**config.mk**
```make
export PLATFORM = sky130hd
export DESIGN_NAME = pipe_trace_top
export DESIGN_NICKNAME = d
export VERILOG_FILES = /design/src/verilog/trace_pkg.sv /design/src/verilog/stage_tag_if.sv /design/src/verilog/axil_trace_regs.sv /design/src/verilog/pipe_trace_top.sv /design/src/verilog/retire_fifo.sv /design/src/verilog/stage_tag_pipe.sv /design/src/verilog/trace_record_store.sv
export SDC_FILE = /design/constraint.sdc
export NUM_CORES = 1
export LEC_CHECK = 0
export ABC_CLOCK_PERIOD_IN_PS = 5900
export BUFFER_PORTS_ARGS = -buffer_cell sky130_fd_sc_hd__buf_2
export CAP_MARGIN = 20
export CORE_MARGIN = 5
export CORE_UTILIZATION = 45
export DETAILED_ROUTE_END_ITERATION = 10
export PLACE_DENSITY_LB_ADDON = 0.15
export SLEW_MARGIN = 10
export SYNTH_ARGS = -nofsm -noshare
export SYNTH_HDL_FRONTEND = slang
export SYNTH_HIERARCHICAL = 1
export SYNTH_SLANG_ARGS = --single-unit
```
**constraint.sdc**
```tcl
create_clock -name clk -period 5.9 [get_ports clk]
set_clock_uncertainty 0.05 [all_clocks]
set_input_delay 0.59 -clock clk [delete_from_list [all_inputs] [get_ports clk]]
set_output_delay 0.59 -clock clk [all_outputs]
set_load 0.05 [all_outputs]
```
**src/verilog/trace_pkg.sv**
```systemverilog
/*
 * Pipeline trace package
 * Holds the retire record layout, the field widths and the AXI4-Lite register map
 */
`default_nettype none

package trace_pkg;

    //////////////////////////////
    // Widths and depths
    //////////////////////////////
    localparam int tag_w       = 8;   // Sequence tag, wraps at 256
    localparam int store_depth = 8;   // Record slots, low tag bits pick one
    localparam int data_w      = 32;  // Every captured field
    localparam int stall_cnt_w = 4;   // Decode stall count, saturating
    localparam int fifo_depth  = 4;   // Retire buffer entries
    localparam int axil_addr_w = 8;

    // Retire record, 192 bits, first field is the MSB
    typedef struct packed {
        logic [tag_w-1:0]                     tag;
        logic [stall_cnt_w-1:0]               stall_cnt;
        logic [data_w-tag_w-stall_cnt_w-1:0]  rsvd;        // Always zero
        logic [data_w-1:0]                    pc;          // Fetch
        logic [data_w-1:0]                    instr;       // Last decode word
        logic [data_w-1:0]                    exe_result;  // Execute
        logic [data_w-1:0]                    mem_addr;    // Memory
        logic [data_w-1:0]                    wb_data;     // Write-back
    } trace_rec_t;

    //////////////////////////////
    // Register map
    //////////////////////////////
    localparam logic [axil_addr_w-1:0] reg_status = 8'h00;  // Level, drops
    localparam logic [axil_addr_w-1:0] reg_meta   = 8'h04;  // Tag and stall count
    localparam logic [axil_addr_w-1:0] reg_pc     = 8'h08;
    localparam logic [axil_addr_w-1:0] reg_instr  = 8'h0C;
    localparam logic [axil_addr_w-1:0] reg_exe    = 8'h10;
    localparam logic [axil_addr_w-1:0] reg_mem    = 8'h14;
    localparam logic [axil_addr_w-1:0] reg_wb     = 8'h18;
    localparam logic [axil_addr_w-1:0] reg_cmd    = 8'h1C;  // Write only

endpackage

`default_nettype wire

```
**src/verilog/stage_tag_if.sv**
```systemverilog
/*
 * Stage tag bundle
 * Valid bits and sequence tags of all five stages, plus the decode hold flag
 */
`timescale 1ns/10ps
`default_nettype none

interface stage_tag_if;

    logic                        f_valid;
    logic                        d_valid;
    logic                        e_valid;
    logic                        m_valid;
    logic                        w_valid;
    logic [trace_pkg::tag_w-1:0] f_tag;
    logic [trace_pkg::tag_w-1:0] d_tag;
    logic [trace_pkg::tag_w-1:0] e_tag;
    logic [trace_pkg::tag_w-1:0] m_tag;
    logic [trace_pkg::tag_w-1:0] w_tag;
    logic                        d_stalled;  // Decode kept last cycle's instruction

    // Tag pipeline side
    modport src (
        output f_valid, d_valid, e_valid, m_valid, w_valid,
        output f_tag, d_tag, e_tag, m_tag, w_tag,
        output d_stalled
    );

    // Record store side
    modport dst (
        input f_valid, d_valid, e_valid, m_valid, w_valid,
        input f_tag, d_tag, e_tag, m_tag, w_tag,
        input d_stalled
    );

endinterface

`default_nettype wire

```
**src/verilog/axil_trace_regs.sv**
```systemverilog
/*
 * AXI4-Lite trace registers
 * Status, the head record's fields and a pop/clear command for the host
 */
`timescale 1ns/10ps
`default_nettype none

module axil_trace_regs (
    input  logic                                clk,
    input  logic                                rst,
    input  logic [trace_pkg::axil_addr_w-1:0]   awaddr,
    input  logic                                awvalid,
    output logic                                awready,
    input  logic [trace_pkg::data_w-1:0]        wdata,
    input  logic [trace_pkg::data_w/8-1:0]      wstrb,
    input  logic                                wvalid,
    output logic                                wready,
    output logic [1:0]                          bresp,
    output logic                                bvalid,
    input  logic                                bready,
    input  logic [trace_pkg::axil_addr_w-1:0]   araddr,
    input  logic                                arvalid,
    output logic                                arready,
    output logic [trace_pkg::data_w-1:0]        rdata,
    output logic [1:0]                          rresp,
    output logic                                rvalid,
    input  logic                                rready,
    input  trace_pkg::trace_rec_t               head_rec,
    input  logic                                not_empty,
    input  logic [2:0]                          level,
    input  logic [7:0]                          drop_cnt,
    output logic                                pop,
    output logic                                drop_clear
);

    logic                         wr_fire, rd_fire, cmd_hit;
    trace_pkg::trace_rec_t        shown;    // Head record, zero when empty
    logic [trace_pkg::data_w-1:0] rd_word;

    //////////////////////////////
    // Write path
    //////////////////////////////
    // AW and W only move as a pair, a lone valid sees ready low
    assign awready = !bvalid && !(awvalid && !wvalid);
    assign wready  = !bvalid && !(wvalid && !awvalid);
    assign wr_fire = awvalid && wvalid && !bvalid;
    assign cmd_hit = wr_fire && awaddr == trace_pkg::reg_cmd && wstrb[0];
    assign bresp   = 2'b00;  // Always OKAY
    assign rresp   = 2'b00;

    always_ff @(posedge clk) begin
        if (rst) begin
            bvalid     <= 1'b0;
            pop        <= 1'b0;
            drop_clear <= 1'b0;
        end else begin
            if (wr_fire) begin
                bvalid <= 1'b1;
            end else if (bready) begin
                bvalid <= 1'b0;
            end
            pop        <= cmd_hit && wdata[0];  // One-cycle pulses
            drop_clear <= cmd_hit && wdata[1];
        end
    end

    //////////////////////////////
    // Read path
    //////////////////////////////
    assign arready = !rvalid;  // One read in flight
    assign rd_fire = arvalid && !rvalid;
    assign shown   = not_empty ? head_rec : '0;

    always_comb begin
        case (araddr)
            trace_pkg::reg_status: rd_word = {16'b0, drop_cnt, 4'b0, level, not_empty};
            trace_pkg::reg_meta:   rd_word = {20'b0, shown.stall_cnt, shown.tag};
            trace_pkg::reg_pc:     rd_word = shown.pc;
            trace_pkg::reg_instr:  rd_word = shown.instr;
            trace_pkg::reg_exe:    rd_word = shown.exe_result;
            trace_pkg::reg_mem:    rd_word = shown.mem_addr;
            trace_pkg::reg_wb:     rd_word = shown.wb_data;
            default:               rd_word = '0;  // Unmapped and reg_cmd
        endcase
    end

    always_ff @(posedge clk) begin
        if (rst) begin
            rvalid <= 1'b0;
        end else if (rd_fire) begin
            rvalid <= 1'b1;
        end else if (rready) begin
            rvalid <= 1'b0;
        end
    end

    // Read word held until rready
    always_ff @(posedge clk) begin
        if (rd_fire) rdata <= rd_word;
    end

endmodule

`default_nettype wire

```
**src/verilog/pipe_trace_top.sv**
```systemverilog
/*
 * Pipeline trace unit, top level
 * Tag pipeline, record store, retire FIFO and the AXI4-Lite host port
 */
`timescale 1ns/10ps
`default_nettype none

module pipe_trace_top (
    input  logic                               clk,
    input  logic                               rst,
    // CPU stage taps
    input  logic                               fetch_valid,
    input  logic                               stall,
    input  logic                               flush,
    input  logic [trace_pkg::data_w-1:0]       fetch_pc,
    input  logic [trace_pkg::data_w-1:0]       decode_instr,
    input  logic [trace_pkg::data_w-1:0]       exe_result,
    input  logic [trace_pkg::data_w-1:0]       mem_addr,
    input  logic [trace_pkg::data_w-1:0]       wb_data,
    // AXI4-Lite slave
    input  logic [trace_pkg::axil_addr_w-1:0]  awaddr,
    input  logic                               awvalid,
    output logic                               awready,
    input  logic [trace_pkg::data_w-1:0]       wdata,
    input  logic [trace_pkg::data_w/8-1:0]     wstrb,
    input  logic                               wvalid,
    output logic                               wready,
    output logic [1:0]                         bresp,
    output logic                               bvalid,
    input  logic                               bready,
    input  logic [trace_pkg::axil_addr_w-1:0]  araddr,
    input  logic                               arvalid,
    output logic                               arready,
    output logic [trace_pkg::data_w-1:0]       rdata,
    output logic [1:0]                         rresp,
    output logic                               rvalid,
    input  logic                               rready
);

    stage_tag_if tags ();

    logic                  retire_valid;
    trace_pkg::trace_rec_t retire_rec, head_rec;
    logic                  not_empty, pop, drop_clear;
    logic [2:0]            level;
    logic [7:0]            drop_cnt;

    stage_tag_pipe u_tag_pipe (
        .clk(clk), .rst(rst),
        .fetch_valid(fetch_valid), .stall(stall), .flush(flush),
        .tags(tags)
    );

    trace_record_store u_store (
        .clk(clk), .rst(rst), .tags(tags),
        .fetch_pc(fetch_pc), .decode_instr(decode_instr), .exe_result(exe_result),
        .mem_addr(mem_addr), .wb_data(wb_data),
        .retire_valid(retire_valid), .retire_rec(retire_rec)
    );

    retire_fifo u_fifo (
        .clk(clk), .rst(rst),
        .push(retire_valid), .pop(pop), .drop_clear(drop_clear),
        .push_rec(retire_rec), .head_rec(head_rec),
        .not_empty(not_empty), .level(level), .drop_cnt(drop_cnt)
    );

    axil_trace_regs u_regs (
        .clk(clk), .rst(rst),
        .awaddr(awaddr), .awvalid(awvalid), .awready(awready),
        .wdata(wdata), .wstrb(wstrb), .wvalid(wvalid), .wready(wready),
        .bresp(bresp), .bvalid(bvalid), .bready(bready),
        .araddr(araddr), .arvalid(arvalid), .arready(arready),
        .rdata(rdata), .rresp(rresp), .rvalid(rvalid), .rready(rready),
        .head_rec(head_rec), .not_empty(not_empty), .level(level),
        .drop_cnt(drop_cnt), .pop(pop), .drop_clear(drop_clear)
    );

endmodule

`default_nettype wire

```
**src/verilog/retire_fifo.sv**
```systemverilog
/*
 * Retire FIFO
 * Circular buffer of retire records; a push into a full buffer is dropped
 * and counted in a saturating counter
 */
`timescale 1ns/10ps
`default_nettype none

module retire_fifo (
    input  logic                  clk,
    input  logic                  rst,
    input  logic                  push,
    input  logic                  pop,
    input  logic                  drop_clear,
    input  trace_pkg::trace_rec_t push_rec,
    output trace_pkg::trace_rec_t head_rec,
    output logic                  not_empty,
    output logic [2:0]            level,
    output logic [7:0]            drop_cnt
);

    localparam int ptr_w = $clog2(trace_pkg::fifo_depth);

    trace_pkg::trace_rec_t mem [trace_pkg::fifo_depth];
    logic [ptr_w-1:0]      wr_ptr, rd_ptr;  // Wrap on their own, depth is 2^n
    logic                  full, do_push, do_pop;

    assign not_empty = level != 3'd0;
    assign full      = level == 3'(trace_pkg::fifo_depth);
    assign do_pop    = pop && not_empty;
    assign do_push   = push && (!full || do_pop);  // Pop frees the slot this edge
    assign head_rec  = mem[rd_ptr];

    always_ff @(posedge clk) begin
        if (do_push) mem[wr_ptr] <= push_rec;
    end

    // Pointers and fill level
    always_ff @(posedge clk) begin
        if (rst) begin
            wr_ptr <= '0;
            rd_ptr <= '0;
            level  <= '0;
        end else begin
            if (do_push) wr_ptr <= wr_ptr + 1'b1;
            if (do_pop)  rd_ptr <= rd_ptr + 1'b1;
            level <= level + 3'(do_push) - 3'(do_pop);
        end
    end

    // Overflow counter, clear wins over a same-cycle drop
    always_ff @(posedge clk) begin
        if (rst || drop_clear) begin
            drop_cnt <= '0;
        end else if (push && !do_push && drop_cnt != 8'hFF) begin
            drop_cnt <= drop_cnt + 1'b1;
        end
    end

endmodule

`default_nettype wire

```
**src/verilog/stage_tag_pipe.sv**
```systemverilog
/*
 * Stage tag pipeline
 * Follows each sequence tag from fetch to write-back; stall holds F/D and
 * bubbles execute, flush kills what enters fetch and decode
 */
`timescale 1ns/10ps
`default_nettype none

module stage_tag_pipe (
    input  logic     clk,
    input  logic     rst,
    input  logic     fetch_valid,
    input  logic     stall,
    input  logic     flush,
    stage_tag_if.src tags
);

    logic [trace_pkg::tag_w-1:0] tag_cnt;  // Next tag handed to fetch
    logic                        front_load;  // F and D take new contents

    // Flush overrides the stall hold on the front end
    assign front_load = !stall || flush;

    //////////////////////////////
    // Tag counter
    //////////////////////////////
    always_ff @(posedge clk) begin
        if (rst) begin
            tag_cnt <= '0;
        end else if (fetch_valid && front_load) begin
            tag_cnt <= tag_cnt + 1'b1;  // Advances even for a flushed fetch
        end
    end

    //////////////////////////////
    // Stage valids
    //////////////////////////////
    always_ff @(posedge clk) begin
        if (rst) begin
            tags.f_valid   <= 1'b0;
            tags.d_valid   <= 1'b0;
            tags.e_valid   <= 1'b0;
            tags.m_valid   <= 1'b0;
            tags.w_valid   <= 1'b0;
            tags.d_stalled <= 1'b0;
        end else begin
            if (flush) begin
                tags.f_valid <= 1'b0;  // Kill incoming fetch
                tags.d_valid <= 1'b0;  // Kill instruction leaving fetch
            end else if (!stall) begin
                tags.f_valid <= fetch_valid;
                tags.d_valid <= tags.f_valid;
            end
            tags.e_valid   <= tags.d_valid && !stall;  // Bubble on stall
            tags.m_valid   <= tags.e_valid;            // Back end drains
            tags.w_valid   <= tags.m_valid;
            tags.d_stalled <= stall && !flush && tags.d_valid;
        end
    end

    // Tags ride along, valids qualify them
    always_ff @(posedge clk) begin
        if (front_load) begin
            tags.f_tag <= tag_cnt;
            tags.d_tag <= tags.f_tag;
        end
        tags.e_tag <= tags.d_tag;
        tags.m_tag <= tags.e_tag;
        tags.w_tag <= tags.m_tag;
    end

endmodule

`default_nettype wire

```
**src/verilog/trace_record_store.sv**
```systemverilog
/*
 * Trace record store
 * Slot array indexed by tag; each stage writes its field, write-back reads
 * the slot out as a complete retire record
 */
`timescale 1ns/10ps
`default_nettype none

module trace_record_store (
    input  logic                          clk,
    input  logic                          rst,
    stage_tag_if.dst                      tags,
    input  logic [trace_pkg::data_w-1:0]  fetch_pc,
    input  logic [trace_pkg::data_w-1:0]  decode_instr,
    input  logic [trace_pkg::data_w-1:0]  exe_result,
    input  logic [trace_pkg::data_w-1:0]  mem_addr,
    input  logic [trace_pkg::data_w-1:0]  wb_data,
    output logic                          retire_valid,
    output trace_pkg::trace_rec_t         retire_rec
);

    localparam int idx_w = $clog2(trace_pkg::store_depth);
    localparam logic [trace_pkg::stall_cnt_w-1:0] cnt_max = '1;

    // One partial record per slot
    logic [trace_pkg::data_w-1:0]      pc_mem    [trace_pkg::store_depth];
    logic [trace_pkg::data_w-1:0]      instr_mem [trace_pkg::store_depth];
    logic [trace_pkg::data_w-1:0]      exe_mem   [trace_pkg::store_depth];
    logic [trace_pkg::data_w-1:0]      addr_mem  [trace_pkg::store_depth];
    logic [trace_pkg::stall_cnt_w-1:0] cnt_mem   [trace_pkg::store_depth];

    logic [idx_w-1:0]                  f_idx, d_idx, e_idx, m_idx, w_idx;
    logic [trace_pkg::stall_cnt_w-1:0] d_cnt_next;

    assign f_idx = tags.f_tag[idx_w-1:0];
    assign d_idx = tags.d_tag[idx_w-1:0];
    assign e_idx = tags.e_tag[idx_w-1:0];
    assign m_idx = tags.m_tag[idx_w-1:0];
    assign w_idx = tags.w_tag[idx_w-1:0];

    // Zero on decode entry, then +1 per held cycle up to the ceiling
    always_comb begin
        if (!tags.d_stalled) begin
            d_cnt_next = '0;
        end else if (cnt_mem[d_idx] == cnt_max) begin
            d_cnt_next = cnt_max;
        end else begin
            d_cnt_next = cnt_mem[d_idx] + 1'b1;
        end
    end

    //////////////////////////////
    // Per-stage capture
    //////////////////////////////
    always_ff @(posedge clk) begin
        if (tags.f_valid) pc_mem[f_idx] <= fetch_pc;            // Last fetch cycle wins
        if (tags.d_valid) instr_mem[d_idx] <= decode_instr;     // Last decode cycle wins
        if (tags.e_valid) exe_mem[e_idx] <= exe_result;
        if (tags.m_valid) addr_mem[m_idx] <= mem_addr;
    end

    always_ff @(posedge clk) begin
        if (rst) begin
            for (int i = 0; i < trace_pkg::store_depth; i++) begin
                cnt_mem[i] <= '0;
            end
        end else if (tags.d_valid) begin
            cnt_mem[d_idx] <= d_cnt_next;
        end
    end

    // Retire record, write-back data merged in the same cycle
    assign retire_valid = tags.w_valid;

    always_comb begin
        retire_rec            = '0;  // Reserved bits stay zero
        retire_rec.tag        = tags.w_tag;
        retire_rec.stall_cnt  = cnt_mem[w_idx];
        retire_rec.pc         = pc_mem[w_idx];
        retire_rec.instr      = instr_mem[w_idx];
        retire_rec.exe_result = exe_mem[w_idx];
        retire_rec.mem_addr   = addr_mem[w_idx];
        retire_rec.wb_data    = wb_data;
    end

endmodule

`default_nettype wire
```
* Word-level counts from Yosys, hierarchy flattened *
Memory sizes are Yosys's and may differ from the RTL's. A register that Yosys moved wholly into a read port is not among the register bits.
Cells that the tools add are included.

word-level totals
  input port bits = 222
  flip-flop bits (word level) = 105
  ROM bits = 0
  memories = 6
  bits in latches = 0
  RAM bits = 1,744

operators by class
  $add $sub $neg = 7
  bitwise gates (word level) = 0
  muxes and demuxes = 28
  multiply operators = 0
  shifts and indexed selects = 0
  equality and inequality tests = 10
  reductions and logical operators = 38
  $lt $le $gt $ge = 0
  div/mod/pow operators = 0

memories
  name               words  width  rd ports  clocked after Yosys merged registers in  wr ports  RTL line                  text
  u_fifo.mem         4      172    1         1                                        1         retire_fifo.sv:24         trace_pkg::trace_rec_t mem [trace_pkg::fifo_depth];
  u_store.addr_mem   8      32     1         1                                        1         trace_record_store.sv:29  logic [trace_pkg::data_w-1:0] addr_mem [trace_pkg::store_depth];
  u_store.exe_mem    8      32     1         1                                        1         trace_record_store.sv:28  logic [trace_pkg::data_w-1:0] exe_mem [trace_pkg::store_depth];
  u_store.instr_mem  8      32     1         1                                        1         trace_record_store.sv:27  logic [trace_pkg::data_w-1:0] instr_mem [trace_pkg::store_depth];
  u_store.pc_mem     8      32     1         1                                        1         trace_record_store.sv:26  logic [trace_pkg::data_w-1:0] pc_mem [trace_pkg::store_depth];
  u_store.cnt_mem    8      4      2         2                                        8         trace_record_store.sv:30  logic [trace_pkg::stall_cnt_w-1:0] cnt_mem [trace_pkg::store_depth];

operators by type and width
  cell                                                                    count
  32-bit case mux with 7 select lines                                     1
  192-bit 2-to-1 mux                                                      1
  8-bit by 5-bit equality test with 1-bit output (second input constant)  4
  1-bit logical AND                                                       19
  1-bit 2-to-1 mux                                                        19
  8-bit by 1-bit adder with 8-bit output (second input constant)          2
  8-bit by 4-bit equality test with 1-bit output (second input constant)  2
  4-bit 2-to-1 mux                                                        3
  1-bit logical NOT                                                       10
  8-bit by 3-bit equality test with 1-bit output (second input constant)  1
  8-bit logical NOT                                                       1
  8-bit inequality test (second input constant)                           1
  3-bit 2-to-1 mux                                                        2
  2-bit by 1-bit adder with 2-bit output (second input constant)          2
  4-bit by 1-bit adder with 4-bit output (second input constant)          1
  4-bit equality test (second input constant)                             1
  2-bit 2-to-1 mux                                                        2
  2-bit nonzero test                                                      2
  4-bit OR reduction                                                      1
  3-bit by 1-bit adder with 3-bit output                                  1
  3-bit equality test (second input constant)                             1
  1-bit logical OR                                                        3
  3-bit nonzero test                                                      1
  3-bit by 1-bit subtractor with 3-bit output                             1
  2-bit OR reduction                                                      1

* Logic depth before layout (Yosys ltp) *
  depth in word-level cells = 7
  gate-level depth with buffers = 11
  depth with buffers taken out = 10

* Hierarchy *
Netlist, hierarchy kept.

modules (own cells, without submodules)
  module              cells an instance  times used  area an instance (µm²)
  trace_record_store  1,731              1           40,754.1
  retire_fifo         1,103              1           28,523.6
  axil_trace_regs     294                1           2,824.0
  stage_tag_pipe      98                 1           1,534.0

* Worst setup path before layout *
OpenSTA, ideal clock, no wires.

  path type = reg2reg
  start point = register u_fifo.level[1]
  end point = memory u_fifo/mem[0][0] (netlist name) (enable)
  arrival = 5.225 ns
  setup slack = 0.048 ns
  cell stages (with the launch flop) = 4
  setup time = 0.577 ns
  buffers on the path = 1
  cell sequence = dfxtp_1 or4b_4 buf_6 and3_1

on the way
  longest elaborated chain between the ends = 6
  elaborated cells on any way between the ends = 8
  classes of those cells = eq/ne (1); mux (2); reduce/logical (5)

RTL lines
  element                                                    RTL line                              text
  start: declaration                                         retire_fifo.sv:18                     output logic [2:0] level,
  start signal: assignment                                   retire_fifo.sv:47                     level <= level + 3'(do_push) - 3'(do_pop);
  3-bit equality test or 3-bit nonzero test (tied branches)  retire_fifo.sv:29, retire_fifo.sv:28
  1-bit logical NOT or 1-bit logical AND (tied branches)     retire_fifo.sv:31, retire_fifo.sv:30
  1-bit logical OR *                                         retire_fifo.sv:31                     assign do_push = push && (!full || do_pop);
  1-bit logical AND *                                        retire_fifo.sv:31
  1-bit 2-to-1 mux *                                         retire_fifo.sv:35                     if (do_push) mem[wr_ptr] <= push_rec;
  1-bit 2-to-1 mux (implied by the code) *                   retire_fifo.sv:35
  end: declaration                                           retire_fifo.sv:24

Mark *: on every way between the ends. The rest lies on a longest branch, timed or not.

==> results by group <==
Finish
  • Commonest non-fill, non-tap cell in the layout: edfxtp_1
  • Area grow syn2layout: 15.8%
  • Nets: 3,784
  • Post-Layout Inst Area: roughly 82,000 sq um
  • Most frequent cells in the layout: edfxtp_1 (1,792), mux4_2 (442), buf_2 (225), clkbuf_16 (185), dlygate4sd3_1 (165)
  • Layout cells sized above 1: between 30% and 40%
  • Finished Core Util: a little over half

Job
  • Count of maximum capacitance violations: 0

Route
  • Total Routed Length: about 160 mm
  • Iteration-0 DRC Markers: slightly below 3,000
  • WL per Instance: ~28 um
  • Vias/cell: approximately 5.6
  • Via count: roughly 33,000
  • DRC viols: 0
  • Post-DRT Antenna Nets: 0
  • Pre-antenna DRT Iters: 6

CTS
  • H-tree depth: 4
  • PostCTS Resize Cnt: 0
  • Num CTS Buffers: roughly 190
  • TritonCTS clock tree: built
  • Clk Latency, worst-skew pair: a little over 0.8 ns
  • Hold-fix buffers, CTS: 165
  • Clock root buffer: clkbuf_16
  • Worst-path clk slew: about 0.06 ns
  • Deepest clock path buffer count: 3
  • CTS sink count: ~1,900
  • Post-CTS setup buffer count: 0

Floorplan
  • Placeable Area: roughly 160,000 sq um
  • Die Height: between 400 and 500 um
  • Die area: between 150,000 and 200,000 sq um
  • Die width: approximately 400 um
  • # rows: 145
  • Ports: between 200 and 300
  • Initial core utilization: ~45%

Setup path
  • WP data arrival: roughly 3.9 ns
  • CP Launch Type: flop
  • Critical path class: reg -> reg
  • Critical Path End Type: flop
  • Crit path max fanout: 40
  • Required time of the worst setup path: roughly 6.4 ns

STA
  • FMAX: a little under 0.3 GHz
  • Worst Max-Slew Pin Slew: 1.07 ns
  • Post-route minimum period: about 3.4 ns
  • RSZ-0062 raised after global routing: no
  • Relative slew slack: between 20% and 30%
  • Post-Route Hold Slack: roughly 0.095 ns
  • Setup TNS: 0 ns
  • Final setup fails: 0
  • Final Hold Viols: 0
  • Max Slew Vio Count: 0
  • Tcrit/Tclk final: 58.0%

Global routing
  • Total grt overflow: 0
  • First-pass GRT wire length: 231 mm
  • Antenna violations before repair: 29
  • Number of global-route vias before repair: around 34,000
  • Largest net degree at the start of global routing: about 140
  • Gr usage total: 19.4%

Run status
  • Status: complete, no violations

Logic synthesis
  • Synth Warn #: 6
  • Mapped Avg Cell Area: ~23 sq um
  • Mapped Area: around 70,000 sq um
  • Gate Count Post-Synth: 3,103

Worst hold path
  • Worst Hold Class: in -> reg

Placement
  • Placer congestion estimate: 0.865
  • Dpl hpwl: roughly 96 mm
  • Area post-placement: between 70,000 and 80,000 sq um
  • # port buffers: approximately 230

Power
  • Leakage power: roughly 26 nW
  • Worst vdd ir: around 0.3 mV
  • Power Dens Cells: between 300 and 400 nW/um^2
-- per-stage QoR --
step	setup WS [ns]	power, mW	cells
floorplan	0.519	15.8	3106
global placement	2.54	16.3	5255
detailed placement	2.43	16.3	5255
CTS	2.43	27.7	5759
global route	2.28	28.3	5765
finish	2.48	27.3	5781
-- flip-flops by register name, indices dropped and copies added (netlist names), 32 cells and up, named ones only --
signal,cells
u_fifo/mem,688
u_store/addr_mem,256
u_store/exe_mem,256
u_store/instr_mem,256
u_store/pc_mem,256
u_regs/rdata,32
u_store/cnt_mem,32
-- critical path, stage by stage, from the launching register on --
cell	delay, ns
dfxtp_4	0.75
buf_12	0.38
mux4_2	0.55
mux2_2	0.31
a32oi_1	0.76
o21ai_0	0.22
-- per-layer routing --
| layer | wire length [um] | vias to the layer above | global-route usage (%) |
|---|---|---|---|
| li1 | - | 14000 | - |
| met1 | 64400 | 17300 | 26.2 |
| met2 | 78400 | 1067 | 31.6 |
| met3 | 12300 | 259 | 5.01 |
| met4 | 4220 | 8 | 5.61 |
| met5 | 227 | - | 0.833 |
-- cell type report --
class                           count  area, sq um
Fill cell                       12000        74400
Sequential cell                  1851        55000
Multi-Input combinational cell   1038        14800
Clock buffer                      240         4860
Timing Repair Buffer              457         3480
Tap cell                         2058         2570
Clock inverter                     99          968
Inverter                           19         71.3
Antenna cell                       19         47.5
-- worst paths after layout --
kind	startpoint	end	slack, ns	cells after the start
min reg2reg	u_tag_pipe/tags.e_tag[6]$_DFF_P_	u_tag_pipe/tags.m_tag[6]$_DFF_P_	0.28	0
max reg2reg	flop	u_regs/rdata[21]$_DFFE_PP_	2.48	5
min	wdata[0]	u_regs/pop$_SDFF_PP0_	0.1	3
max	flop	u_regs/rdata[21]$_DFFE_PP_	2.48	5
-- report_power, final --
part / leakage, nW / internal, mW / switching [mW]
registers: 16.7 / 14.6 / 0.0894
logic: 6.02 / 0.660 / 0.822
clock network: 2.82 / 6.47 / 4.72
Note: power is estimated with default switching activity, not from simulation.
